`config.mk`:
```
export PLATFORM = sky130hd
export DESIGN_NAME = spad_map_capture_flat
export DESIGN_NICKNAME = d
export VERILOG_FILES = /design/src/logic/vl53_pkg.sv /design/src/logic/spad_xfer_if.sv /design/src/logic/spad_map_capture.sv /design/src/flat_wrapper.sv
export SDC_FILE = /design/constraint.sdc
export NUM_CORES = 1
export LEC_CHECK = 0
export BUFFER_PORTS_ARGS = -buffer_cell sky130_fd_sc_hd__clkbuf_2
export CORE_MARGIN = 3
export CORE_UTILIZATION = 28
export DETAILED_ROUTE_END_ITERATION = 6
export PLACE_DENSITY = 0.59
export SYNTH_ARGS = -nofsm -noshare
export SYNTH_HDL_FRONTEND = slang
export SYNTH_SLANG_ARGS = --single-unit
```
`constraint.sdc`:
```
create_clock -name clk -period 5.5 [get_ports clk]
set_input_delay 0.825 -clock clk [delete_from_list [all_inputs] [get_ports clk]]
set_output_delay 0.825 -clock clk [all_outputs]
set_load 0.03 [all_outputs]
```
`src/logic/vl53_pkg.sv`:
```
package vl53_pkg;

	//////////////////////////////
	// bus types
	//////////////////////////////
	typedef logic [7:0] reg_addr_t;
	typedef logic [7:0] reg_data_t;

	// same codes as the engine's function select
	typedef enum logic [1:0] {
		op_read        = 2'd1,
		op_write       = 2'd2,
		op_write_multi = 2'd3
	} bus_op_e;

	//////////////////////////////
	// reference SPAD map
	//////////////////////////////
	localparam int SPAD_MAP_BYTES      = 6;
	localparam int SPAD_MAP_BITS       = 48;
	localparam int APERTURE_FIRST_SPAD = 12; // aperture parts skip the first 12

	typedef union packed {
		logic [SPAD_MAP_BITS-1:0]       bits;  // one bit per SPAD
		reg_data_t [SPAD_MAP_BYTES-1:0] bytes; // as read over the bus
	} spad_map_u;

	//////////////////////////////
	// sensor registers
	//////////////////////////////
	localparam reg_addr_t VHV_CONFIG_PAD_SCL_SDA_EXTSUP_HV     = 8'h89;
	localparam reg_addr_t MSRC_CONFIG_CONTROL                 = 8'h60;
	localparam reg_addr_t SYSTEM_SEQUENCE_CONFIG              = 8'h01;
	localparam reg_addr_t GLOBAL_CONFIG_SPAD_ENABLES_REF_0    = 8'hB0;
	localparam reg_addr_t DYNAMIC_SPAD_REF_EN_START_OFFSET    = 8'h4F;
	localparam reg_addr_t DYNAMIC_SPAD_NUM_REQUESTED_REF_SPAD = 8'h4E;
	localparam reg_addr_t GLOBAL_CONFIG_REF_EN_START_SELECT   = 8'hB6;
	localparam reg_addr_t SYSTEM_INTERRUPT_CONFIG_GPIO        = 8'h0A;
	localparam reg_addr_t GPIO_HV_MUX_ACTIVE_HIGH             = 8'h84;
	localparam reg_addr_t SYSTEM_INTERRUPT_CLEAR              = 8'h0B;
	localparam reg_addr_t STOP_VARIABLE_REG                   = 8'h91;
	localparam reg_addr_t PAGE_SELECT                         = 8'hFF;

	// tuning ROM block ends
	localparam int ROM_STD_MODE_LAST = 3;
	localparam int ROM_STOP_LAST     = 6;
	localparam int ROM_LAST          = 14;

endpackage
```
`src/logic/spad_xfer_if.sv`:
```
`timescale 1ns/100ps

interface spad_xfer_if;

	logic cap_en;     // held for the whole map read
	logic cap_stored; // one pulse per byte taken
	logic map_full;   // all six bytes in
	logic send_req;
	logic send_done;

	modport seq (
		output cap_en,
		output send_req,
		input  cap_stored,
		input  map_full,
		input  send_done
	);

	modport capture (input cap_en, output cap_stored, output map_full);

	modport writer (input send_req, output send_done);

endinterface

```
`src/logic/spad_map_capture.sv`:
```
`timescale 1ns/100ps

module spad_map_capture (
	input  logic                clk,
	input  logic                arst_n,
	input  logic                rd_valid,
	input  vl53_pkg::reg_data_t rd_data,
	spad_xfer_if.capture        xfer,
	output vl53_pkg::spad_map_u raw_map
);
	import vl53_pkg::*;

	logic [2:0] count; // next byte slot
	logic       store;

	assign store         = xfer.cap_en && rd_valid && !xfer.map_full;
	assign xfer.map_full = (count == 3'(SPAD_MAP_BYTES));

	always_ff @(posedge clk or negedge arst_n) begin
		if (!arst_n) begin
			count           <= '0;
			xfer.cap_stored <= 1'b0;
		end else begin
			xfer.cap_stored <= store;
			if (!xfer.cap_en)
				count <= '0; // ready for the next program run
			else if (store)
				count <= count + 3'd1;
		end
	end

	always_ff @(posedge clk) begin
		if (store)
			raw_map.bytes[count] <= rd_data;
	end

endmodule

```
`src/flat_wrapper.sv`:
```
// flat-port wrapper written by rule: the top's interface ports become plain ports
module spad_map_capture_flat import vl53_pkg::*;
  (clk, arst_n, rd_valid, rd_data, raw_map, xfer_cap_en, xfer_cap_stored, xfer_map_full);
  spad_xfer_if xfer_i ();
  input  logic clk;
  input  logic arst_n;
  input  logic rd_valid;
  input  vl53_pkg::reg_data_t rd_data;
  output vl53_pkg::spad_map_u raw_map;
  input wire logic [$bits(xfer_i.cap_en)-1:0] xfer_cap_en;
  output wire logic [$bits(xfer_i.cap_stored)-1:0] xfer_cap_stored;
  output wire logic [$bits(xfer_i.map_full)-1:0] xfer_map_full;
  assign xfer_i.cap_en = xfer_cap_en;
  assign xfer_cap_stored = xfer_i.cap_stored;
  assign xfer_map_full = xfer_i.map_full;
  spad_map_capture u_core (.clk(clk), .arst_n(arst_n), .rd_valid(rd_valid), .rd_data(rd_data), .xfer(xfer_i), .raw_map(raw_map));
endmodule
```
==> metrics.md <==
| Metric | Value |
|---|---|
| Status | `finished, final reports clean` |
| Router iterations before antenna repair | `4` |
| Post-synth top area cell | `edfxtp_1` |
| Post-DRT Antenna Nets | `0` |
| IO buf count | `61` |
| Routed wirelength normalized by instance count | `15.0 µm` |
| Yosys cell types | `16` |
| Worst-path clk slew | `0.08 ns` |
| Die area | `7070 µm²` |
| CTS buffer count | `5` |
| Chip width | `84.1 µm` |
| Post-Route Utilization | `39.2%` |
| Relative max-transition margin | `31.8%` |
| Fin. Hold Viols | `0` |
| Hold buffers post-CTS | `0` |
| Number of I/O pins | `62` |
| Unrepaired setup endpoints after global routing | `false` |
| Clock Latency Late Sink | `0.30 ns` |
| Dpl hpwl | `2470 µm` |
| Initial core utilization | `29.9%` |
| Avg Inst Size Synth | `22.5 µm²` |
| Drt drc | `0` |
| Crit. End Element | `primary output` |
| Worst Hold Class | `in2async` |
| Max Root-Sink Buffers | `2` |
| Leakage | `0.879 nW` |
| Most frequent cells in the layout | `clkbuf_2, edfxtp_1, clkbuf_8` |
| Overall Global Routing Usage | `9.75%` |
| Post-Synthesis Cells | `76` |
| PostCTS Resize Cnt | `0` |
| Syn Std Cell Area | `1710 µm²` |
| Initial DRC Count | `59` |
| Ys Warns | `0` |
| RD Place Congestion | `0.849` |
| Number of vias per cell | `4.13` |
| Final Max Slew Viols | `0` |
| # Max-Cap Violations | `0` |
| Crit path kind | `reg2out` |
| Proportion of netlist area held by the largest area contributor | `84.5%` |
| # setup viols final | `0` |
| Highest clock rate | `410 MHz` |
| Dominant cells by area after synthesis | `edfxtp_1, dfrtp_1, ha_1` |
| Total gr overflow | `0` |
| Post-synth net total | `90` |
| Crit-path max FO | `8` |
| VDD IR-drop max | `0.108 mV` |
| P&R area growth vs syn | `31.2%` |
| Final worst-path cycle share | `44.3%` |
| Post-Layout Cell Count | `217` |
| Pwr dens | `328 nW/µm²` |
| Die Span Y | `84.1 µm` |
| Most common cell after layout, fill and taps aside | `clkbuf_2` |
| #FFs+latches synth | `52` |
| FF/Latch Area | `1540 µm²` |
| Via count of the first global-routing pass | `940` |
| Final min period | `2.44 ns` |
| Sequential share of the synthesized area | `90.3%` |
| Setup TNS | `0 ns` |
| Total Power | `734 µW` |
| H-tree depth | `2` |
| Initial antenna violation count | `0` |
| Post-CTS setup buffers | `0` |
| Diode count | `0` |
| Critical Path Start Type | `register` |
| Critical Path RT | `4.68 ns` |
| Largest net degree at the start of global routing | `17` |
| CORE AREA | `5710 µm²` |
| Layout cells sized above 1 | `52.4%` |
| Post-route clock skew | `0.00461 ns` |
| First-pass GRT wire length | `5030 µm` |
| Worst Tran Pin Value | `1.01 ns` |
| Routed wire length | `3260 µm` |
| Via count | `897` |
| Area of the multi-input gates | `183 µm²` |
| Std-Cell Rows | `27` |
| Placed insts | `209` |
| Nets | `158` |
| CTS tree | `built` |
| Layout fillers | `528` |
| Root Buffer | `clkbuf_8` |
| Worst Path Arrival | `1.61 ns` |
| Clock sinks | `52` |
-- cells by family after synthesis --
kind of cell / Yosys count / share of synthesized area [%]
and+or+nand+nor: 15 / 4.84
buffers and inverters: 2 / 0.440
muxes: 1 / 0.587
DFF: 52 / 90.3
adders and majority gates: 2 / 1.47
AOI/OAI and AO/OA: 4 / 2.35
-- cells in the mapped netlist --
library cell and count:
edfxtp_1 48, dfrtp_1 4, nor4_1 4, nand2_1 3, nor2_1 3, ha_1 2, inv_1 2, nand2b_1 2
a21boi_2 1, a21o_1 1, and2_2 1, mux2i_1 1, nand2_2 1, nand4b_1 1, o211a_1 1, o221a_1 1
-- critical path, cell delays in order, from the launching register on --
cell and delay [ns]:
dfrtp_1 0.53, inv_1 0.12, ha_1 0.25, and2_2 0.22
clkbuf_2 0.18
-- registers in the layout, indices dropped and copies added, names as in the netlist --
register                cells
u_core.count                3
u_core.raw_map             48
u_core.xfer.cap_stored      1
-- metal layers --
layer	part of all wire [%]	GRT usage, %
met1	42	11.6
met2	47	15.2
met3	9.2	4.84
met4	1.3	3.51
met5	0	0
-- layout make-up --
type	instances	area share (%)
inverters	2	0.335
clock inverters	3	1.90
repair buffers	61	13.6
multi-input cells	22	8.16
flip-flops and latches	52	68.9
well taps	72	4.02
clock buffers	5	3.07
-- through the flow --
step                cell area, µm²  setup slack, ns  hold slack (ns)
floorplan                     1710             3.33            0.529
global placement              2130             3.15            0.633
detailed placement            2130             3.11            0.634
CTS                           2240             3.05            0.303
global route                  2240             2.98            0.297
finish                        2240             3.06            0.311
-- final timing paths --
kind	from	to	slack [ns]	depth (start not counted)
max	u_core.count[0]	xfer_map_full	3.06	4
min	arst_n	u_core.count[0]	0.31	1
max reg2reg	u_core.count[0]	u_core.raw_map[33]	3.24	4
min reg2reg	u_core.count[0]	u_core.count[0]	0.69	2
max in group asynchronous	arst_n	u_core.count[2]	5.07	1
min in group clk	u_core.count[0]	u_core.count[0]	0.69	2
-- power breakdown --
group	total, mW	switching (mW)	leakage [nW]	internal (mW)
combinational	0.0393	0.0282	0.338	0.0111
sequential	0.446	0.00568	0.487	0.440
clock	0.249	0.115	0.0541	0.134
total	0.734	0.148	0.879	0.586
Power figures use the tool's default switching activity.
