`src/logic/init_rom.sv`:
```
`timescale 1ns/100ps

module init_rom (
	input  logic        clk,
	input  logic [3:0]  rom_addr,
	output logic [15:0] rom_entry // {register, value}
);

	always_ff @(posedge clk) begin
		case (rom_addr)
			// i2c standard mode
			4'd0:  rom_entry <= 16'h8800;
			4'd1:  rom_entry <= 16'h8001;
			4'd2:  rom_entry <= 16'hFF01;
			4'd3:  rom_entry <= 16'h0000;
			// after the stop variable read
			4'd4:  rom_entry <= 16'h0001;
			4'd5:  rom_entry <= 16'hFF00;
			4'd6:  rom_entry <= 16'h8000;
			// default tuning, first part
			4'd7:  rom_entry <= 16'hFF01;
			4'd8:  rom_entry <= 16'h0000;
			4'd9:  rom_entry <= 16'hFF00;
			4'd10: rom_entry <= 16'h0900;
			4'd11: rom_entry <= 16'h1000;
			4'd12: rom_entry <= 16'h1100;
			4'd13: rom_entry <= 16'h2401;
			4'd14: rom_entry <= 16'h25FF;
			default: rom_entry <= 16'h0000;
		endcase
	end

endmodule

```
`config.mk`:
```
export PLATFORM = sky130hd
export DESIGN_NAME = init_rom
export DESIGN_NICKNAME = d
export VERILOG_FILES = /design/src/logic/init_rom.sv
export SDC_FILE = /design/constraint.sdc
export NUM_CORES = 1
export LEC_CHECK = 0
export ABC_CLOCK_PERIOD_IN_PS = 1290
export BUFFER_PORTS_ARGS = -buffer_cell sky130_fd_sc_hd__buf_2
export CAP_MARGIN = 10
export CORE_AREA = 2 2 39 41
export CTS_BUF_LIST = sky130_fd_sc_hd__clkbuf_4 sky130_fd_sc_hd__clkbuf_8
export CTS_CLUSTER_SIZE = 30
export DETAILED_ROUTE_END_ITERATION = 10
export DIE_AREA = 0 0 41 43
export GPL_TIMING_DRIVEN = 0
export HOLD_SLACK_MARGIN = 0.08
export RECOVER_POWER = 50
export SLEW_MARGIN = 20
export SYNTH_ARGS = -nofsm -noshare
export SYNTH_HDL_FRONTEND = slang
export SYNTH_SLANG_ARGS = --single-unit
```
`constraint.sdc`:
```
create_clock -name clk -period 1.29 [get_ports clk]
set_clock_uncertainty 0.1 [all_clocks]
set_input_delay 0.0645 -clock clk [delete_from_list [all_inputs] [get_ports clk]]
set_output_delay 0.0645 -clock clk [all_outputs]
set_load 0.02 [all_outputs]
```
==> impl_metrics.env, run 1 <==
export IMPL_final_util_pct=44.0
export IMPL_synthesis_nets=61
export IMPL_synth_area_sq_um=459
export IMPL_antenna_found_initial=0
export IMPL_hold_viol=0
export IMPL_combPwrFrac_pct=26.1
export IMPL_power_mw=0.629
export IMPL_synth_top_area_share_pct=34.9
export IMPL_die_area_sq_mm=0.00176
export IMPL_ys_ff_latch=8
export IMPL_cts_buffers=3
export IMPL_power_switching_mw=0.188
export IMPL_syn_area_per_cell_sq_um=9.00
export IMPL_drc_errors=0
export IMPL_internal_power_mw=0.442
export IMPL_critPathLaunchType="flip-flop"
export IMPL_num_vias=399
export IMPL_routed_wl_um=800
export IMPL_cts_tree="yes"
export IMPL_arrival_ns=0.95
export IMPL_ys_warn_count=0
export IMPL_drv_slew=0
export IMPL_synth_area_leaders="dfxtp_1 35%, ha_1 14%, buf_4 13%"
export IMPL_fin_crit_sh_pct=86.6
export IMPL_start_util_pct=33.2
export IMPL_clk_path_buf_depth=2
export IMPL_cap_violations=0
export IMPL_crit_path_max_fanout=7
export IMPL_reg_top3="rom_entry x8"
export IMPL_htreeDepth=1
export IMPL_regMostFlops="rom_entry"
export IMPL_first_pass_iters=4
export IMPL_diodes=0
export IMPL_slew_headroom_pct=83.2
export IMPL_drive_gt1_share_pct=31.6
export IMPL_grt_max_degree=11
export IMPL_clkPwrFrac_pct=29.8
export IMPL_min_path_type="in2reg"
export IMPL_core_sq_mm=0.00138
export IMPL_tightestPinTransition_ns=0.253
export IMPL_grt_overflow=0
export IMPL_rows=14
export IMPL_area_growth_pct=32.7
export IMPL_grt_pass1_wl_mm=1.18
export IMPL_peakVddDrop_v=0.000398
export IMPL_setup_viol_count_final=0
export IMPL_endpoint_kind="primary output"
export IMPL_synth_distinct_cells=20
export IMPL_p_sw_share_pct=29.8
export IMPL_seqPwrFrac_pct=44.1
export IMPL_required_ns=1.13
export IMPL_drt_wirelength_per_cell_um=8.70
export IMPL_port_buffers=20
export IMPL_clock_sinks=8
export IMPL_worstSetupPathType="reg2out"
export IMPL_root_buffer="clkbuf_4"
export IMPL_ios=21
export IMPL_die_y_um=43
export IMPL_final_cell_mix="10 x buf_2, 10 x clkbuf_1, 8 x buf_4, 8 x dfxtp_1, 5 x ha_1"
export IMPL_num_nets_final=88
export IMPL_grt_pass1_vias=306
export IMPL_dieWidth_um=41
export IMPL_synthCells=51
export IMPL_rsz0062_at_grt="no"
export IMPL_largest_reg_flops=8
export IMPL_drtAntennaViolNets=0
export IMPL_min_period_ns=1.12
export IMPL_yosysTopAreaCell="dfxtp_1"
export IMPL_hpwl_um=591
export IMPL_max_freq_mhz=896
export IMPL_powerDensity_mw_per_mm2=1030
export IMPL_gp_congestion=0.766
export IMPL_status="completed"
export IMPL_clk_pin_slew_ns=0.05
export IMPL_drt_iter0_drc=2
export IMPL_grt_usage_pct=10.3
export IMPL_vias_per_cell=4.34
export IMPL_p_leak_nw=0.317
export IMPL_seq_area_frac_synth_pct=34.9
## cells by family (layout without fill, tap and decap cells)
family	count (synthesis)	count (layout)	synth area share [%]
flops	8	8	34.9
compound gates	10	10	12.3
simple gates	13	13	14.7
xor+xnor	1	1	1.91
buf+inv	12	37	18.3
fa+ha+maj	5	5	13.6
mux	2	2	4.36
## routing by layer
metal,part of all wire (%),up-vias,global-route usage (%)
met1,44,166,11.7
met4,1.9,0,10.0
met3,7.4,3,1.57
met2,46,18,15.0
li1,-,212,-
met5,0,-,0
## final cells by class
class | count | area [sq um]
multi-input cells | 31 | 215
clock buffers | 3 | 22.5
well taps | 16 | 20.0
plain buffers | 10 | 76.3
fillers | 152 | 774
flip-flops and latches | 8 | 160
repair buffers | 22 | 108
inverters | 2 | 7.51
## timing repair
item                                    CTS  global route
resized for setup                         0             0
hold endpoints to repair                  4             0
buffers inserted                          0             0
endpoints found under the setup margin    0             0
hold buffers                              2             0
## synthesized netlist by cell type, drive strengths merged
| library cell | count |
|---|---|
| nand3 | 2 |
| a21boi | 1 |
| mux2i | 2 |
| ha | 5 |
| o21ai | 7 |
| a21oi | 1 |
| inv | 2 |
| buf | 10 |
| nand2 | 2 |
| nand3b | 1 |
| nor2 | 3 |
| dfxtp | 8 |
| and3 | 1 |
| or2 | 1 |
| nand2b | 3 |
| xor2 | 1 |
| a31o | 1 |
## per-stage QoR
stage / setup TNS (ns) / hold slack, ns / cells / setup slack, ns / instance area (sq um)
2_1_floorplan: 0 / 0.110 / 51 / 0.261 / 459
3_3_place_gp: -0.0164 / 0.254 / 87 / -0.0164 / 579
3_5_place_dp: -0.0294 / 0.254 / 87 / -0.0294 / 579
4_1_cts: 0 / 0.0877 / 92 / 0.160 / 622
5_1_grt: 0 / 0.123 / 92 / 0.101 / 609
6_report: 0 / 0.100 / 92 / 0.173 / 609
## final timing paths
check,startpoint,to,slack (ns),depth (start not counted)
worst max-delay path,rom_entry[7],rom_entry[2],0.17,2
worst min-delay path,rom_addr[3],rom_entry[12],0.10,4
## critical path, cell delays in order (launching register included)
cell     delay [ns]
dfxtp_1        0.42
buf_4          0.14
buf_2          0.15
## power groups by stage
| stage | combinational (mW) | clock [mW] | sequential (mW) |
|---|---|---|---|
| floorplan | 0.0840 | 0 | 0.313 |
| global placement | 0.166 | 0 | 0.282 |
| detailed placement | 0.167 | 0 | 0.282 |
| CTS | 0.173 | 0.192 | 0.277 |
| global route | 0.179 | 0.207 | 0.280 |
| finish | 0.164 | 0.188 | 0.278 |
(Power assumes the default switching activity.)
==> run 2, diff against run 1 <==
Settings changed: ABC_AREA set to 1, ABC_CLOCK_PERIOD_IN_PS 1290 to unset.
==> impl_metrics.env, run 2 <==
export IMPL_clk_pin_slew_ns=0.05
export IMPL_yosysTopAreaCell="dfxtp_1"
export IMPL_synthCells=58
export IMPL_slew_headroom_pct=80.7
export IMPL_ios=21
export IMPL_cts_setup_buffers=0
export IMPL_syn_area_per_cell_sq_um=7.59
export IMPL_setup_viol_count_final=0
export IMPL_min_path_type="in2reg"
export IMPL_drt_wirelength_per_cell_um=7.16
export IMPL_grt_usage_pct=8.64
export IMPL_dieWidth_um=41
export IMPL_synth_top_area_share_pct=36.4
export IMPL_routed_wl_um=702
export IMPL_min_period_ns=1.12
export IMPL_max_freq_mhz=892
export IMPL_largest_reg_flops=8
export IMPL_p_leak_nw=0.347
export IMPL_drtAntennaViolNets=0
export IMPL_fin_crit_sh_pct=86.9
export IMPL_seq_area_frac_synth_pct=36.4
export IMPL_synthesis_nets=68
export IMPL_fill_cells=150
export IMPL_stdcell_count=98
export IMPL_async_flop_share_pct=0
export IMPL_ys_warn_count=0
export IMPL_dp_cells=93
export IMPL_diodes=0
export IMPL_holdBufCountCts=2
export IMPL_die_area_sq_mm=0.00176
export IMPL_critPathLaunchType="input pin"
export IMPL_gp_congestion=0.847
export IMPL_synth_distinct_cells=10
export IMPL_clock_sinks=8
export IMPL_multiInputGateArea_sq_um=193
export IMPL_dp_worst_setup_slack_ns=0.198
export IMPL_status="completed"
export IMPL_arrival_ns=1.15
export IMPL_grt_pass1_wl_mm=1.01
export IMPL_ys_ff_latch=8
export IMPL_area_growth_pct=32.7
export IMPL_synthFlopType="dfxtp_1"
export IMPL_port_buffers=19
export IMPL_synth_area_leaders="dfxtp_1 36%, nand2_1 17%, ha_1 14%"
export IMPL_drt_iter0_drc=7
export IMPL_setup_worst_path_start="rom_addr[3]"
export IMPL_peakVddDrop_v=0.000279
export IMPL_drc_errors=0
export IMPL_tightestPinTransition_ns=0.290
export IMPL_worstSetupPathType="in2reg"
export IMPL_first_pass_iters=3
export IMPL_final_common_cell="nand2_1"
export IMPL_hpwl_um=584
export IMPL_core_sq_mm=0.00138
export IMPL_clk_path_buf_depth=2
export IMPL_endpoint_kind="flip-flop"
export IMPL_rsz0062_at_grt="no"
export IMPL_worstSetupEndpoint="rom_entry[8]"
export IMPL_yosysMostFrequentCell="nand2_1"
export IMPL_required_ns=1.32
export IMPL_hold_start="rom_addr[0]"
export IMPL_grt_overflow=0
export IMPL_start_util_pct=31.8
export IMPL_antenna_found_initial=0
export IMPL_drv_slew=0
export IMPL_synth_edff_count=0
export IMPL_seqCellArea_sq_um=160
export IMPL_final_cell_mix="20 x nand2_1, 11 x clkbuf_1, 9 x buf_2, 8 x buf_4, 8 x dfxtp_1"
export IMPL_setup_slack_ns=0.169
export IMPL_htreeDepth=1
export IMPL_synth_common_cells="20 x nand2_1, 8 x buf_4, 8 x dfxtp_1, 7 x nand3_1"
export IMPL_regMostFlops="rom_entry"
export IMPL_tns_ns=0
export IMPL_cts_resized=0
export IMPL_grt_max_degree=9
export IMPL_die_y_um=43
export IMPL_num_nets_final=94
export IMPL_cts_buffers=3
export IMPL_cap_violations=0
export IMPL_root_buffer="clkbuf_4"
export IMPL_grt_pass1_vias=316
export IMPL_rows=14
export IMPL_drive_gt1_share_pct=29.3
export IMPL_vias_per_cell=4.07
export IMPL_powerDensity_mw_per_mm2=1040
export IMPL_crit_path_max_fanout=8
export IMPL_cts_tree="yes"
export IMPL_reg_top3="rom_entry x8"
export IMPL_synth_area_sq_um=440
export IMPL_hold_viol=0
export IMPL_num_vias=399
[run 2: cell count changes after synthesis, sizes merged, moves of 2 or more]
cell | before | now
buf | 10 | 8
nand2b | 3 | 0
mux2i | 2 | 0
nor2 | 3 | 0
nand3 | 2 | 7
o21ai | 7 | 0
nand2 | 2 | 22
inv | 2 | 6
[run 2: critical path, cell delays in order]
cell and delay (ns):
dlygate4sd3_1 0.52, clkbuf_1 0.25, inv_1 0.15, nand2_2 0.12, nand2_1 0.05
[run 2: report_power, final]
| group | leakage, nW | internal (mW) | switching (mW) |
|---|---|---|---|
| clock network | 0.0138 | 0.106 | 0.0720 |
| registers | 0.0669 | 0.270 | 0.00720 |
| logic | 0.266 | 0.0541 | 0.0966 |
[run 2: stage by stage]
stage	hold slack, ns	total power [mW]	util (%)	area (sq um)
floorplan	0.0946	0.389	-	440
global placement	0.278	0.435	40.1	556
detailed placement	0.272	0.437	40.1	556
CTS	0.0960	0.622	43.2	598
global route	0.123	0.644	42.2	584
finish	0.0990	0.606	42.2	584
[run 2: final cells by class]
class	count	area share, %
multi-input cells	35	33.0
inverters	6	3.85
well taps	16	3.43
plain buffers	9	10.9
repair buffers	21	17.6
clock buffers	3	3.85
flip-flops and latches	8	27.4
[run 2: how the worst min path moves through the flow]
stage | end | slack (ns) | cells after the start
3_5_place_dp | rom_entry[13] | 0.27 | 3
2_1_floorplan | rom_entry[0] | 0.09 | 2
6_report | rom_entry[8] | 0.1 | 4
3_3_place_gp | rom_entry[0] | 0.28 | 3
5_1_grt | rom_entry[8] | 0.12 | 4
4_1_cts | rom_entry[8] | 0.1 | 4
[run 2: layer usage]
| layer | track usage, % | share of wire (%) | wire (um) | vias to the layer above |
|---|---|---|---|---|
| met4 | 12.7 | 0 | 0 | 0 |
| met2 | 13.1 | 50 | 348 | 15 |
| li1 | - | - | - | 218 |
| met3 | 0.524 | 9.8 | 69 | 0 |
| met5 | 0 | 0 | 0 | - |
| met1 | 7.74 | 40 | 284 | 166 |
[run 2: cell families (layout without fill, tap and decap cells)]
group	count (synthesis)	count (layout)	synth area share, %
fa+ha+maj	5	5	14.2
buf+inv	15	39	19.9
simple gates	30	30	29.5
flops	8	8	36.4
