--- src/logic/vl53_pkg.sv ---
package vl53_pkg;

	//////////////////////////////
	// bus types
	//////////////////////////////
	typedef logic [7:0] reg_addr_t;
	typedef logic [7:0] reg_data_t;

	// same codes as the engine's function select
	typedef enum logic [1:0] {
		op_read        = 2'd1,
		op_write       = 2'd2,
		op_write_multi = 2'd3
	} bus_op_e;

	//////////////////////////////
	// reference SPAD map
	//////////////////////////////
	localparam int SPAD_MAP_BYTES      = 6;
	localparam int SPAD_MAP_BITS       = 48;
	localparam int APERTURE_FIRST_SPAD = 12; // aperture parts skip the first 12

	typedef union packed {
		logic [SPAD_MAP_BITS-1:0]       bits;  // one bit per SPAD
		reg_data_t [SPAD_MAP_BYTES-1:0] bytes; // as read over the bus
	} spad_map_u;

	//////////////////////////////
	// sensor registers
	//////////////////////////////
	localparam reg_addr_t VHV_CONFIG_PAD_SCL_SDA_EXTSUP_HV     = 8'h89;
	localparam reg_addr_t MSRC_CONFIG_CONTROL                 = 8'h60;
	localparam reg_addr_t SYSTEM_SEQUENCE_CONFIG              = 8'h01;
	localparam reg_addr_t GLOBAL_CONFIG_SPAD_ENABLES_REF_0    = 8'hB0;
	localparam reg_addr_t DYNAMIC_SPAD_REF_EN_START_OFFSET    = 8'h4F;
	localparam reg_addr_t DYNAMIC_SPAD_NUM_REQUESTED_REF_SPAD = 8'h4E;
	localparam reg_addr_t GLOBAL_CONFIG_REF_EN_START_SELECT   = 8'hB6;
	localparam reg_addr_t SYSTEM_INTERRUPT_CONFIG_GPIO        = 8'h0A;
	localparam reg_addr_t GPIO_HV_MUX_ACTIVE_HIGH             = 8'h84;
	localparam reg_addr_t SYSTEM_INTERRUPT_CLEAR              = 8'h0B;
	localparam reg_addr_t STOP_VARIABLE_REG                   = 8'h91;
	localparam reg_addr_t PAGE_SELECT                         = 8'hFF;

	// tuning ROM block ends
	localparam int ROM_STD_MODE_LAST = 3;
	localparam int ROM_STOP_LAST     = 6;
	localparam int ROM_LAST          = 14;

endpackage
--- src/logic/spad_xfer_if.sv ---
`timescale 1ns/100ps

interface spad_xfer_if;

	logic cap_en;     // held for the whole map read
	logic cap_stored; // one pulse per byte taken
	logic map_full;   // all six bytes in
	logic send_req;
	logic send_done;

	modport seq (
		output cap_en,
		output send_req,
		input  cap_stored,
		input  map_full,
		input  send_done
	);

	modport capture (input cap_en, output cap_stored, output map_full);

	modport writer (input send_req, output send_done);

endinterface

--- src/logic/spad_map_writer.sv ---
`timescale 1ns/100ps

module spad_map_writer (
	input  logic                clk,
	input  logic                arst_n,
	input  vl53_pkg::spad_map_u filt_map,
	spad_xfer_if.writer         xfer,
	output logic                wr_push,
	output vl53_pkg::reg_data_t wr_data,
	input  logic                wr_ack
);
	import vl53_pkg::*;

	logic       busy;
	logic [2:0] idx; // byte being pushed

	// map is stable for the whole burst
	assign wr_data = filt_map.bytes[idx];

	always_ff @(posedge clk or negedge arst_n) begin
		if (!arst_n) begin
			busy           <= 1'b0;
			idx            <= '0;
			wr_push        <= 1'b0;
			xfer.send_done <= 1'b0;
		end else begin
			wr_push        <= 1'b0;
			xfer.send_done <= 1'b0;
			if (!busy) begin
				if (xfer.send_req) begin
					busy    <= 1'b1;
					idx     <= '0;
					wr_push <= 1'b1;
				end
			end else if (wr_ack) begin
				if (idx == 3'(SPAD_MAP_BYTES - 1)) begin
					busy           <= 1'b0;
					xfer.send_done <= 1'b1;
				end else begin
					idx     <= idx + 3'd1;
					wr_push <= 1'b1;
				end
			end
		end
	end

endmodule

--- src/flat_wrapper.sv ---
// flat-port wrapper written by rule: the top's interface ports become plain ports
module spad_map_writer_flat import vl53_pkg::*;
  (clk, arst_n, filt_map, wr_push, wr_data, wr_ack, xfer_send_req, xfer_send_done);
  spad_xfer_if xfer_i ();
  input  logic clk;
  input  logic arst_n;
  input  vl53_pkg::spad_map_u filt_map;
  output logic wr_push;
  output vl53_pkg::reg_data_t wr_data;
  input  logic wr_ack;
  input wire logic [$bits(xfer_i.send_req)-1:0] xfer_send_req;
  output wire logic [$bits(xfer_i.send_done)-1:0] xfer_send_done;
  assign xfer_i.send_req = xfer_send_req;
  assign xfer_send_done = xfer_i.send_done;
  spad_map_writer u_core (.clk(clk), .arst_n(arst_n), .filt_map(filt_map), .xfer(xfer_i), .wr_push(wr_push), .wr_data(wr_data), .wr_ack(wr_ack));
endmodule
--- config.mk ---
export PLATFORM = sky130hd
export DESIGN_NAME = spad_map_writer_flat
export DESIGN_NICKNAME = d
export VERILOG_FILES = /design/src/logic/vl53_pkg.sv /design/src/logic/spad_xfer_if.sv /design/src/logic/spad_map_writer.sv /design/src/flat_wrapper.sv
export SDC_FILE = /design/constraint.sdc
export NUM_CORES = 1
export LEC_CHECK = 0
export BUFFER_PORTS_ARGS = -buffer_cell sky130_fd_sc_hd__buf_2
export CAP_MARGIN = 15
export CORE_MARGIN = 3
export CORE_UTILIZATION = 25
export DETAILED_ROUTE_END_ITERATION = 16
export PLACE_DENSITY = 0.63
export SYNTH_ARGS = -nofsm -noshare
export SYNTH_HDL_FRONTEND = slang
export SYNTH_SLANG_ARGS = --single-unit
--- constraint.sdc ---
create_clock -name clk -period 2.2 [get_ports clk]
set_input_delay 0.55 -clock clk [delete_from_list [all_inputs] [get_ports clk]]
set_output_delay 0.55 -clock clk [all_outputs]
set_load 0.05 [all_outputs]
==> impl_metrics.yaml, run 1 <==
drt:
  drc: 0
  wl_per_cell_microns: 13.32
  detail_route.wirelength_mm: 2.144
  detail_route.first_pass.iterations: 4
  vias_per_inst: 5.037
  via_count: 811
  ant_nets: 0
  detailedRoute.firstIterationViolations: 21
die:
  boundaryPins: 62
  row_count: 18
  floorplan.initialDensity: 0.2688
  core_sq_um: 2522
  die_y_microns: 58.08
  die_wd_microns: 58.08
  dieArea_sq_um: 3373
critical_path:
  timing.critical_path.arrival_ns: 1.59
  worstPathCellList: "buf_4, mux2i_1, or3_1, o221ai_2, clkbuf_4"
  cp_slowest_stage_delay_ns: 0.39
  critical_path_class: "flop to output port"
  cp_slowest_cell: "sky130_fd_sc_hd__dfrtp_1"
  r2r_setup_slack_ns: 0.47
  critical_path_peak_fanout: 10
  critPathRequiredTime_ns: 1.65
  crit_path_end_kind: "output port"
  worst_setup_path_start_kind: "flop"
synth:
  net_count_after_synthesis: 124
  synthCells: 70
  dominant_combinational_cell_family_by_area_after_synthesis: "multiplexers"
  synth_xor_area_frac: 0
  synthesis.area_per_instance_sq_um: 9.688
  mapped_cell_area_sq_um: 678.2
  yosysWarnings: 0
  synth.ff_latch_count: 6
  count_of_distinct_cell_types_in_the_synthesized_netlist: 22
  yosys.area_share.simple: 0.1494
  muxShareOfSynthArea: 0.3542
  area_share_of_fa_ha_maj_cells_after_synthesis: 0.03690
  synth_compound_gate_area_share: 0.1587
  synth-seq-area-share: 0.2214
timing:
  final_period_minus_worst_setup_slack_ns: 2.137
  clock.fmax_ghz: 0.4680
  max_slew.worst_pin.slew_ns: 0.4465
  report.final.hold_viol_count: 0
  setup_viol: 0
  hold_slack_ns: 0.1209
  final.period_utilization: 0.9713
  slew_headroom: 0.7023
  rsz0062_at_grt: "no"
  skew_ns: 0.002140
  fin_setup_tns_ns: 0
  drv_slew: 0
  final_critical_path_setup_slack_ns: 0.06304
final_layout:
  final_cell_mix: "53 x sky130_fd_sc_hd__buf_2, 24 x sky130_fd_sc_hd__mux2i_1, 8 x sky130_fd_sc_hd__or3_1, 8 x sky130_fd_sc_hd__o221ai_2"
  finish.instance_area_sq_um: 1101
  final_net_count: 187
  layout_cells_sized_above_1: 0.5802
  num_antenna_cells: 0
  mostFrequentLayoutCell: "sky130_fd_sc_hd__buf_2"
  fillerInstances: 257
  area_growth_syn_to_layout_pct: 62.36
clock_tree:
  clk-insertion-delay-late_ns: 0.24
  clock_tree.buffer_depth: 2
  htree_num_levels: 1
  cts_inserted_buffers: 3
  path_clk_slew_ns: 0.05
  clkSinkCount: 6
  cts_root_buf: "sky130_fd_sc_hd__clkbuf_4"
  cts_tree: "built"
grt:
  overflow: 0
  grt_start_max_net_pins: 19
  grt_pass1_wl_mm: 3.284
  first_global_vias: 845
  initial_antenna_violation_count: 0
  grtUsageTotal: 0.1209
power:
  report.power.total_mw: 1.785
  vdd.ir_drop.worst_mv: 0.8284
  logic_pwr_share: 0.803
  p_leak_nw: 0.6007
  netSwitchingFraction: 0.5727
  power.sequential.fraction: 0.141
  intPower_uw: 762.6
  clock_network_fraction_of_total_power: 0.056
  switchingPower_mw: 1.022
  power_per_cell_area_nw_per_um2: 1621
flow_run:
  cap_violations: 0
placed_design:
  finalWeightedCongestion: 0.6561
  dpl.hpwl_mm: 1.753
  placement.setup.worst_slack_ns: 0.1428
  placement.cell_area_sq_um: 1036
  port_buffers: 61
worst_hold_path:
  timing.hold.worst.class: "input pin to async pin"
status:
  status: "complete, no violations"
[worst paths after layout]
check                              startpoint             end  depth (start not counted)
worst max-delay path            u_core.idx[0]      wr_data[4]                          5
worst min-delay path                   arst_n   u_core.idx[0]                          1
min in group clk                xfer_send_req     u_core.busy                          3
worst max register to register  u_core.idx[1]   u_core.idx[1]                          5
worst min register to register    u_core.busy     u_core.busy                          2
max in group asynchronous              arst_n  u_core.wr_push                          1
[through the flow]
step                      utilization  std cells
final                          0.4365        161
after detailed placement       0.4107        158
after global routing           0.4365        161
after floorplan                     -         70
after CTS                      0.4241        161
after global placement         0.4107        158
[Yosys cell counts]
cell type                  number  area share
sky130_fd_sc_hd__a21boi_0       1       0.011
sky130_fd_sc_hd__a21o_1         1       0.011
sky130_fd_sc_hd__a21oi_1        2       0.015
sky130_fd_sc_hd__a31oi_1        1      0.0092
sky130_fd_sc_hd__and4_1         1       0.013
sky130_fd_sc_hd__buf_1          1      0.0055
sky130_fd_sc_hd__buf_12         1       0.030
sky130_fd_sc_hd__buf_6          2       0.033
sky130_fd_sc_hd__clkbuf_1       1      0.0055
sky130_fd_sc_hd__dfrtp_1        6        0.22
sky130_fd_sc_hd__ha_1           2       0.037
sky130_fd_sc_hd__inv_1          1      0.0055
sky130_fd_sc_hd__mux2i_1       24        0.35
sky130_fd_sc_hd__nand2_1        2       0.011
sky130_fd_sc_hd__nand2b_1       1      0.0092
sky130_fd_sc_hd__nand4_1        1      0.0092
sky130_fd_sc_hd__nor2_1         3       0.017
sky130_fd_sc_hd__nor2b_1        1      0.0092
sky130_fd_sc_hd__nor3_1         1      0.0074
sky130_fd_sc_hd__o221ai_1       8        0.10
sky130_fd_sc_hd__o22ai_1        1      0.0092
sky130_fd_sc_hd__or3_1          8       0.074
[registers in the layout (all words and copies together) (netlist names)]
register	cells
u_core.wr_push	1
u_core.idx	3
u_core.busy	1
u_core.xfer.send_done	1
[repair_timing]
| item | CTS | global route |
|---|---|---|
| setup buffers | 0 | 0 |
| hold buffers | 0 | 0 |
| setup endpoints to repair | 8 | 7 |
| gates cloned | 0 | 0 |
| resized for setup | 4 | 14 |
[power groups by stage]
stage | Clock, mW | Combinational [mW] | Sequential [mW]
after floorplan | 0 | 1.10 | 0.256
after global placement | 0 | 1.32 | 0.230
after detailed placement | 0 | 1.34 | 0.237
after CTS | 0.102 | 1.37 | 0.240
after global routing | 0.110 | 1.52 | 0.265
final | 0.100 | 1.43 | 0.252
[cell type report]
| class | instances | area, sq um | share of cell area |
|---|---|---|---|
| clock buffers | 3 | 22.52 | 0.02045 |
| flip-flops and latches | 6 | 150.1 | 0.1364 |
| well taps | 30 | 37.54 | 0.03409 |
| inverters | 1 | 3.754 | 0.003409 |
| multi-input cells | 58 | 539.3 | 0.4898 |
| repair buffers | 63 | 347.8 | 0.3159 |
[cells by family (layout without fill, tap and decap cells)]
logic type,after synthesis,count (layout)
DFF,6,6
and+or+nand+nor,18,18
adders and majority gates,2,2
muxes,24,24
buffers and inverters,6,67
AOI/OAI and AO/OA,14,14
[routing by layer]
layer / wire (microns) / track usage / up-vias / share of wire
met4: 32 / 0.04636 / 0 / 0.015
met5: 0 / 0 / - / 0
li1: - / - / 401 / -
met3: 270 / 0.03341 / 5 / 0.13
met2: 1080 / 0.2242 / 48 / 0.50
met1: 760 / 0.1280 / 357 / 0.35
[critical path: cells and delay by family (launching register included)]
kind	cells	cell delay [ns]
muxes	1	0.12
DFF	1	0.39
and+or+nand+nor	1	0.32
AOI/OAI and AO/OA	1	0.06
buffers and inverters	2	0.46
No activity file was read; power rests on OpenSTA's default activity.
==> inputs of run 2 (changes only) <==
Settings changed: CORE_ASPECT_RATIO set to 0.5.
==> run 2 against run 1 <==
Sequential share of layout area down 0.86 points. Cell count up 7.5%. Clock power up 59%. Via count down 2.7%. Non-clock buffer count up 7. Combinational power up 6%. Utilization up 6.0 points. Largest cell class unchanged. Largest power group unchanged. Critical endpoint is now wr_data[0]. Die area up 1.1%. Count of clock-buffer cells in the layout unchanged.
==> impl_metrics.yaml, run 2 (synthesis gave the netlist of run 1 again) <==
status:
  status: "complete, no violations"
timing:
  max_slew.worst_pin.slew_ns: 0.3440
  setup_viol: 0
  skew_ns: 0.002007
  slew_headroom: 0.7686
  report.final.hold_viol_count: 0
  clock.fmax_ghz: 0.4723
  drv_slew: 0
  rsz0062_at_grt: "no"
  fin_setup_tns_ns: 0
  final_period_minus_worst_setup_slack_ns: 2.117
  final.period_utilization: 0.9624
  final_critical_path_setup_slack_ns: 0.08273
final_layout:
  fillerInstances: 229
  layoutNonFillerInstCount: 173
  largest_register_ffs: 3
  mostFrequentLayoutCell: "sky130_fd_sc_hd__buf_2"
  area_growth_syn_to_layout_pct: 74.72
  num_antenna_cells: 0
  final_cell_mix: "54 x sky130_fd_sc_hd__buf_2, 22 x sky130_fd_sc_hd__mux2i_1, 11 x sky130_fd_sc_hd__buf_4"
  finish.instance_area_sq_um: 1185
  layout_cells_sized_above_1: 0.6232
  largest_register: "u_core.idx"
  final_net_count: 194
clock_tree:
  clkSinkCount: 6
  cts_tree: "built"
  clk-insertion-delay-late_ns: 0.22
  cts_root_buf: "sky130_fd_sc_hd__clkbuf_8"
  clock_tree.buffer_depth: 2
  ctsHoldBuffers: 0
  htree_num_levels: 1
  cts_inserted_buffers: 3
  path_clk_slew_ns: 0.04
drt:
  via_count: 789
  detail_route.wirelength_mm: 2.041
  vias_per_inst: 4.561
  wl_per_cell_microns: 11.80
  detail_route.first_pass.iterations: 2
  detailedRoute.firstIterationViolations: 15
  ant_nets: 0
  drc: 0
die:
  row_count: 12
  core_sq_um: 2387
  dieArea_sq_um: 3412
  floorplan.initialDensity: 0.2841
  boundaryPins: 62
  die_y_microns: 42.83
  die_wd_microns: 79.66
critical_path:
  critPathRequiredTime_ns: 1.65
  critical_path_peak_fanout: 18
  timing.critical_path.arrival_ns: 1.57
  critical_path_class: "flop to output port"
  worst_setup_path_start_kind: "flop"
  crit_path_end_kind: "output port"
power:
  power_per_cell_area_nw_per_um2: 1615
  p_leak_nw: 0.6326
  vdd.ir_drop.worst_mv: 0.5972
placed_design:
  port_buffers: 61
  finalWeightedCongestion: 0.7487
  place_inst: 164
  dpl.hpwl_mm: 1.649
  placement.setup.worst_slack_ns: 0.1832
  placement.cell_area_sq_um: 1062
worst_hold_path:
  timing.hold.worst.class: "input pin to async pin"
grt:
  grtUsageTotal: 0.1188
  first_global_vias: 735
  initial_antenna_violation_count: 0
  grt_start_max_net_pins: 20
  overflow: 0
  grt_pass1_wl_mm: 3.256
flow_run:
  cap_violations: 0
## run 2: changes by cell type in the layout (fill, tap and decap cells not counted), sizes merged
cell	change
clkbuf	+1
buf	+6
## run 2: timing repair
action | in CTS | in global routing
gates resized for setup | 3 | 12
setup buffers | 0 | 6
endpoints found under the setup margin | 8 | 8
## run 2: final timing paths
path | end | slack [ns] | startpoint | cells after the start
hold reg to reg | u_core.idx[0] | 0.60 | u_core.idx[0] | 2
min in group clk | u_core.busy | 0.56 | xfer_send_req | 3
setup / recovery | wr_data[0] | 0.08 | u_core.idx[0] | 5
setup reg to reg | u_core.idx[1] | 0.55 | u_core.idx[1] | 5
max in group asynchronous | u_core.idx[0] | 1.90 | arst_n | 1
hold / removal | u_core.idx[0] | 0.15 | arst_n | 1
## run 2: final cells by class
cell class,count,area [sq um],area share
timing repair buffer,70,402.9,0.3400
clock buffer,3,41.29,0.03485
multi-input combinational,58,541.8,0.4572
tap,35,43.79,0.03696
sequential,6,151.4,0.1278
inverter,1,3.754,0.003168
## run 2: critical path: stages (launching register included)
cell	delay (ns)
sky130_fd_sc_hd__dfrtp_2	0.41
sky130_fd_sc_hd__buf_12	0.16
sky130_fd_sc_hd__mux2i_1	0.11
sky130_fd_sc_hd__or3_1	0.32
sky130_fd_sc_hd__o221ai_2	0.06
sky130_fd_sc_hd__buf_2	0.29
## run 2: per-layer routing
metal,global-route usage,up-vias,wire length [microns],part of all wire
li1,-,413,-,-
met1,0.1333,352,808,0.40
met2,0.2106,22,1041,0.51
met3,0.02754,2,162,0.079
met4,0.06164,0,28,0.014
met5,0,-,0,0
## run 2: per-stage QoR
stage,hold slack [ns],util,power [mW]
after floorplan,0.2544,-,1.356
after global placement,0.3783,0.4450,1.587
after detailed placement,0.3790,0.4450,1.599
after CTS,0.1481,0.4649,1.781
after global routing,0.1498,0.4963,2.053
final,0.1495,0.4963,1.914
## run 2: power breakdown
| part | internal (mW) | total (mW) | switching (mW) | leakage [nW] |
|---|---|---|---|---|
| registers | 0.162 | 0.238 | 0.0751 | 0.0699 |
| clock network | 0.117 | 0.159 | 0.0415 | 0.0216 |
| logic | 0.616 | 1.52 | 0.901 | 0.541 |
| total | 0.896 | 1.91 | 1.02 | 0.633 |
==> inputs of run 3 (changes only) <==
Settings changed: PLACE_DENSITY 0.63 to 0.7.
==> run 3 against run 2 <==
Final area fell by 3.7%. Clock skew about the same. Non-clock buffer count shrank 6. Critical endpoint is now wr_data[6]. Wire length up 4.9%. Critical path depth is the same. Utilization down 1.8 points.
==> impl_metrics.yaml, run 3 (synthesis gave the netlist of run 1 again) <==
status:
  status: "complete, no violations"
final_layout:
  fillerInstances: 222
  mostFrequentLayoutCell: "sky130_fd_sc_hd__buf_2"
  layout_cells_sized_above_1: 0.5909
  largest_register_ffs: 3
  final_cell_mix: "54 x sky130_fd_sc_hd__buf_2, 24 x sky130_fd_sc_hd__mux2i_1, 8 x sky130_fd_sc_hd__or3_1, 8 x sky130_fd_sc_hd__o221ai_2"
  final_net_count: 188
  largest_register: "u_core.idx"
  finish.instance_area_sq_um: 1141
  register_area_sq_um: 151.4
  num_antenna_cells: 0
  area_growth_syn_to_layout_pct: 68.27
  multi_input_comb_area_sq_um: 539.3
clock_tree:
  cts_inserted_buffers: 3
  clock_tree.buffer_depth: 2
  clkSinkCount: 6
  cts_tree: "built"
  path_clk_slew_ns: 0.04
  ctsHoldBuffers: 0
  htree_num_levels: 1
  clk-insertion-delay-late_ns: 0.22
  cts_root_buf: "sky130_fd_sc_hd__clkbuf_8"
power:
  netSwitchingFraction: 0.5478
  intPower_uw: 839.5
  power.sequential.fraction: 0.137
  power_per_cell_area_nw_per_um2: 1627
  vdd.ir_drop.worst_mv: 0.4650
  p_leak_nw: 0.6149
  switchingPower_mw: 1.017
  logic_pwr_share: 0.776
  clock_network_fraction_of_total_power: 0.088
critical_path:
  crit_path_end_kind: "output port"
  cp_slowest_stage_delay_ns: 0.44
  critical_path_peak_fanout: 16
  timing.critical_path.arrival_ns: 1.59
  worst_setup_path_start_kind: "flop"
  cp_num_cells: 5
  reg2regPathDepth: 5
  critPathBufInv: 2
  worstPathCellList: "buf_12, mux2i_1, or3_1, o221ai_2, clkbuf_4"
  critPathRequiredTime_ns: 1.65
  cp_slowest_cell: "sky130_fd_sc_hd__dfrtp_2"
  critical_path_class: "flop to output port"
  timing.critical_path.max_delay_family: "flip-flops"
grt:
  grt_pass1_wl_mm: 3.325
  groute.layer.met1.usage: 0.1256
  groute.layer.met2.usage: 0.2421
  overflow: 0
  first_global_vias: 763
  grt_start_max_net_pins: 17
  grtUsageTotal: 0.1273
  grt_use_met3: 0.03814
  initial_antenna_violation_count: 0
  grt.busiest_layer: "met2"
placed_design:
  finalWeightedCongestion: 0.7643
  dpl.hpwl_mm: 1.835
  placement.cell_area_sq_um: 1062
  port_buffers: 61
timing:
  rsz0062_at_grt: "no"
  clock.fmax_ghz: 0.4670
  setup_viol: 0
  skew_ns: 0.002448
  final_period_minus_worst_setup_slack_ns: 2.141
  fin_setup_tns_ns: 0
  slew_headroom: 0.7376
  max_slew.worst_pin.slew_ns: 0.3936
  report.final.hold_viol_count: 0
  drv_slew: 0
  final.period_utilization: 0.9733
drt:
  detail_route.wirelength_mm: 2.141
  wl_per_cell_microns: 12.82
  vias_per_inst: 4.772
  detail_route.first_pass.iterations: 2
  via_count: 797
  ant_nets: 0
  drc: 0
  detailedRoute.firstIterationViolations: 31
die:
  die_wd_microns: 79.66
  floorplan.initialDensity: 0.2841
  dieArea_sq_um: 3412
  die_y_microns: 42.83
  row_count: 12
  boundaryPins: 62
  core_sq_um: 2387
flow_run:
  cap_violations: 0
worst_hold_path:
  timing.hold.worst.class: "input pin to async pin"
-- run 3: cell types whose count changed in the layout (fill, tap and decap cells not counted), sizes merged --
cell,before,now
buf,66,61
clkbuf,7,6
-- run 3: cell type report --
| class | count | share of cell area |
|---|---|---|
| multi-input cells | 58 | 0.4726 |
| repair buffers | 64 | 0.3169 |
| well taps | 35 | 0.03838 |
| clock buffers | 3 | 0.03618 |
| inverters | 1 | 0.003289 |
| flip-flops and latches | 6 | 0.1327 |
-- run 3: final timing paths --
kind	end	from	slack (ns)
worst max-delay path	wr_data[6]	u_core.idx[0]	0.06
worst min-delay path	u_core.idx[1]	arst_n	0.14
worst max register to register	u_core.idx[1]	u_core.idx[1]	0.55
worst min register to register	u_core.busy	u_core.busy	0.62
max in group asynchronous	u_core.idx[0]	arst_n	1.90
min in group clk	u_core.busy	xfer_send_req	0.56
-- run 3: routing by layer --
| metal | share of wire | wire length (microns) |
|---|---|---|
| met1 | 0.35 | 748 |
| met5 | 0 | 0 |
| met4 | 0.022 | 47 |
| met3 | 0.067 | 143 |
| met2 | 0.56 | 1201 |
-- run 3: repair_timing --
action / 4_1_cts / 5_1_grt
buffers inserted: 0 / 0
endpoints found under the setup margin: 8 / 7
resized for setup: 6 / 7
-- run 3: metrics by stage --
step	setup WS, ns	utilization	total power [mW]	std cells	hold WS (ns)
4_1_cts	0.001664	0.4686	1.814	167	0.1471
5_1_grt	0.004603	0.4780	1.967	167	0.1481
6_report	0.05883	0.4780	1.856	167	0.1427
3_5_place_dp	0.1841	0.4450	1.602	164	0.3826
2_1_floorplan	0.1848	-	1.356	70	0.2544
3_3_place_gp	0.2260	0.4450	1.579	164	0.3774
-- run 3: power groups by stage --
stage,registers [mW],logic (mW),clock network (mW)
floorplan,0.256,1.10,0
global placement,0.238,1.34,0
CTS,0.245,1.40,0.167
global route,0.270,1.52,0.178
detailed placement,0.243,1.36,0
finish,0.254,1.44,0.162
-- run 3: worst register-to-register path, stage by stage, from the launching register on --
cell and delay, ns:
sky130_fd_sc_hd__dfrtp_1 0.52, sky130_fd_sc_hd__inv_1 0.16, sky130_fd_sc_hd__ha_1 0.23, sky130_fd_sc_hd__a21boi_0 0.31, sky130_fd_sc_hd__a21o_1 0.21, sky130_fd_sc_hd__o22ai_1 0.08
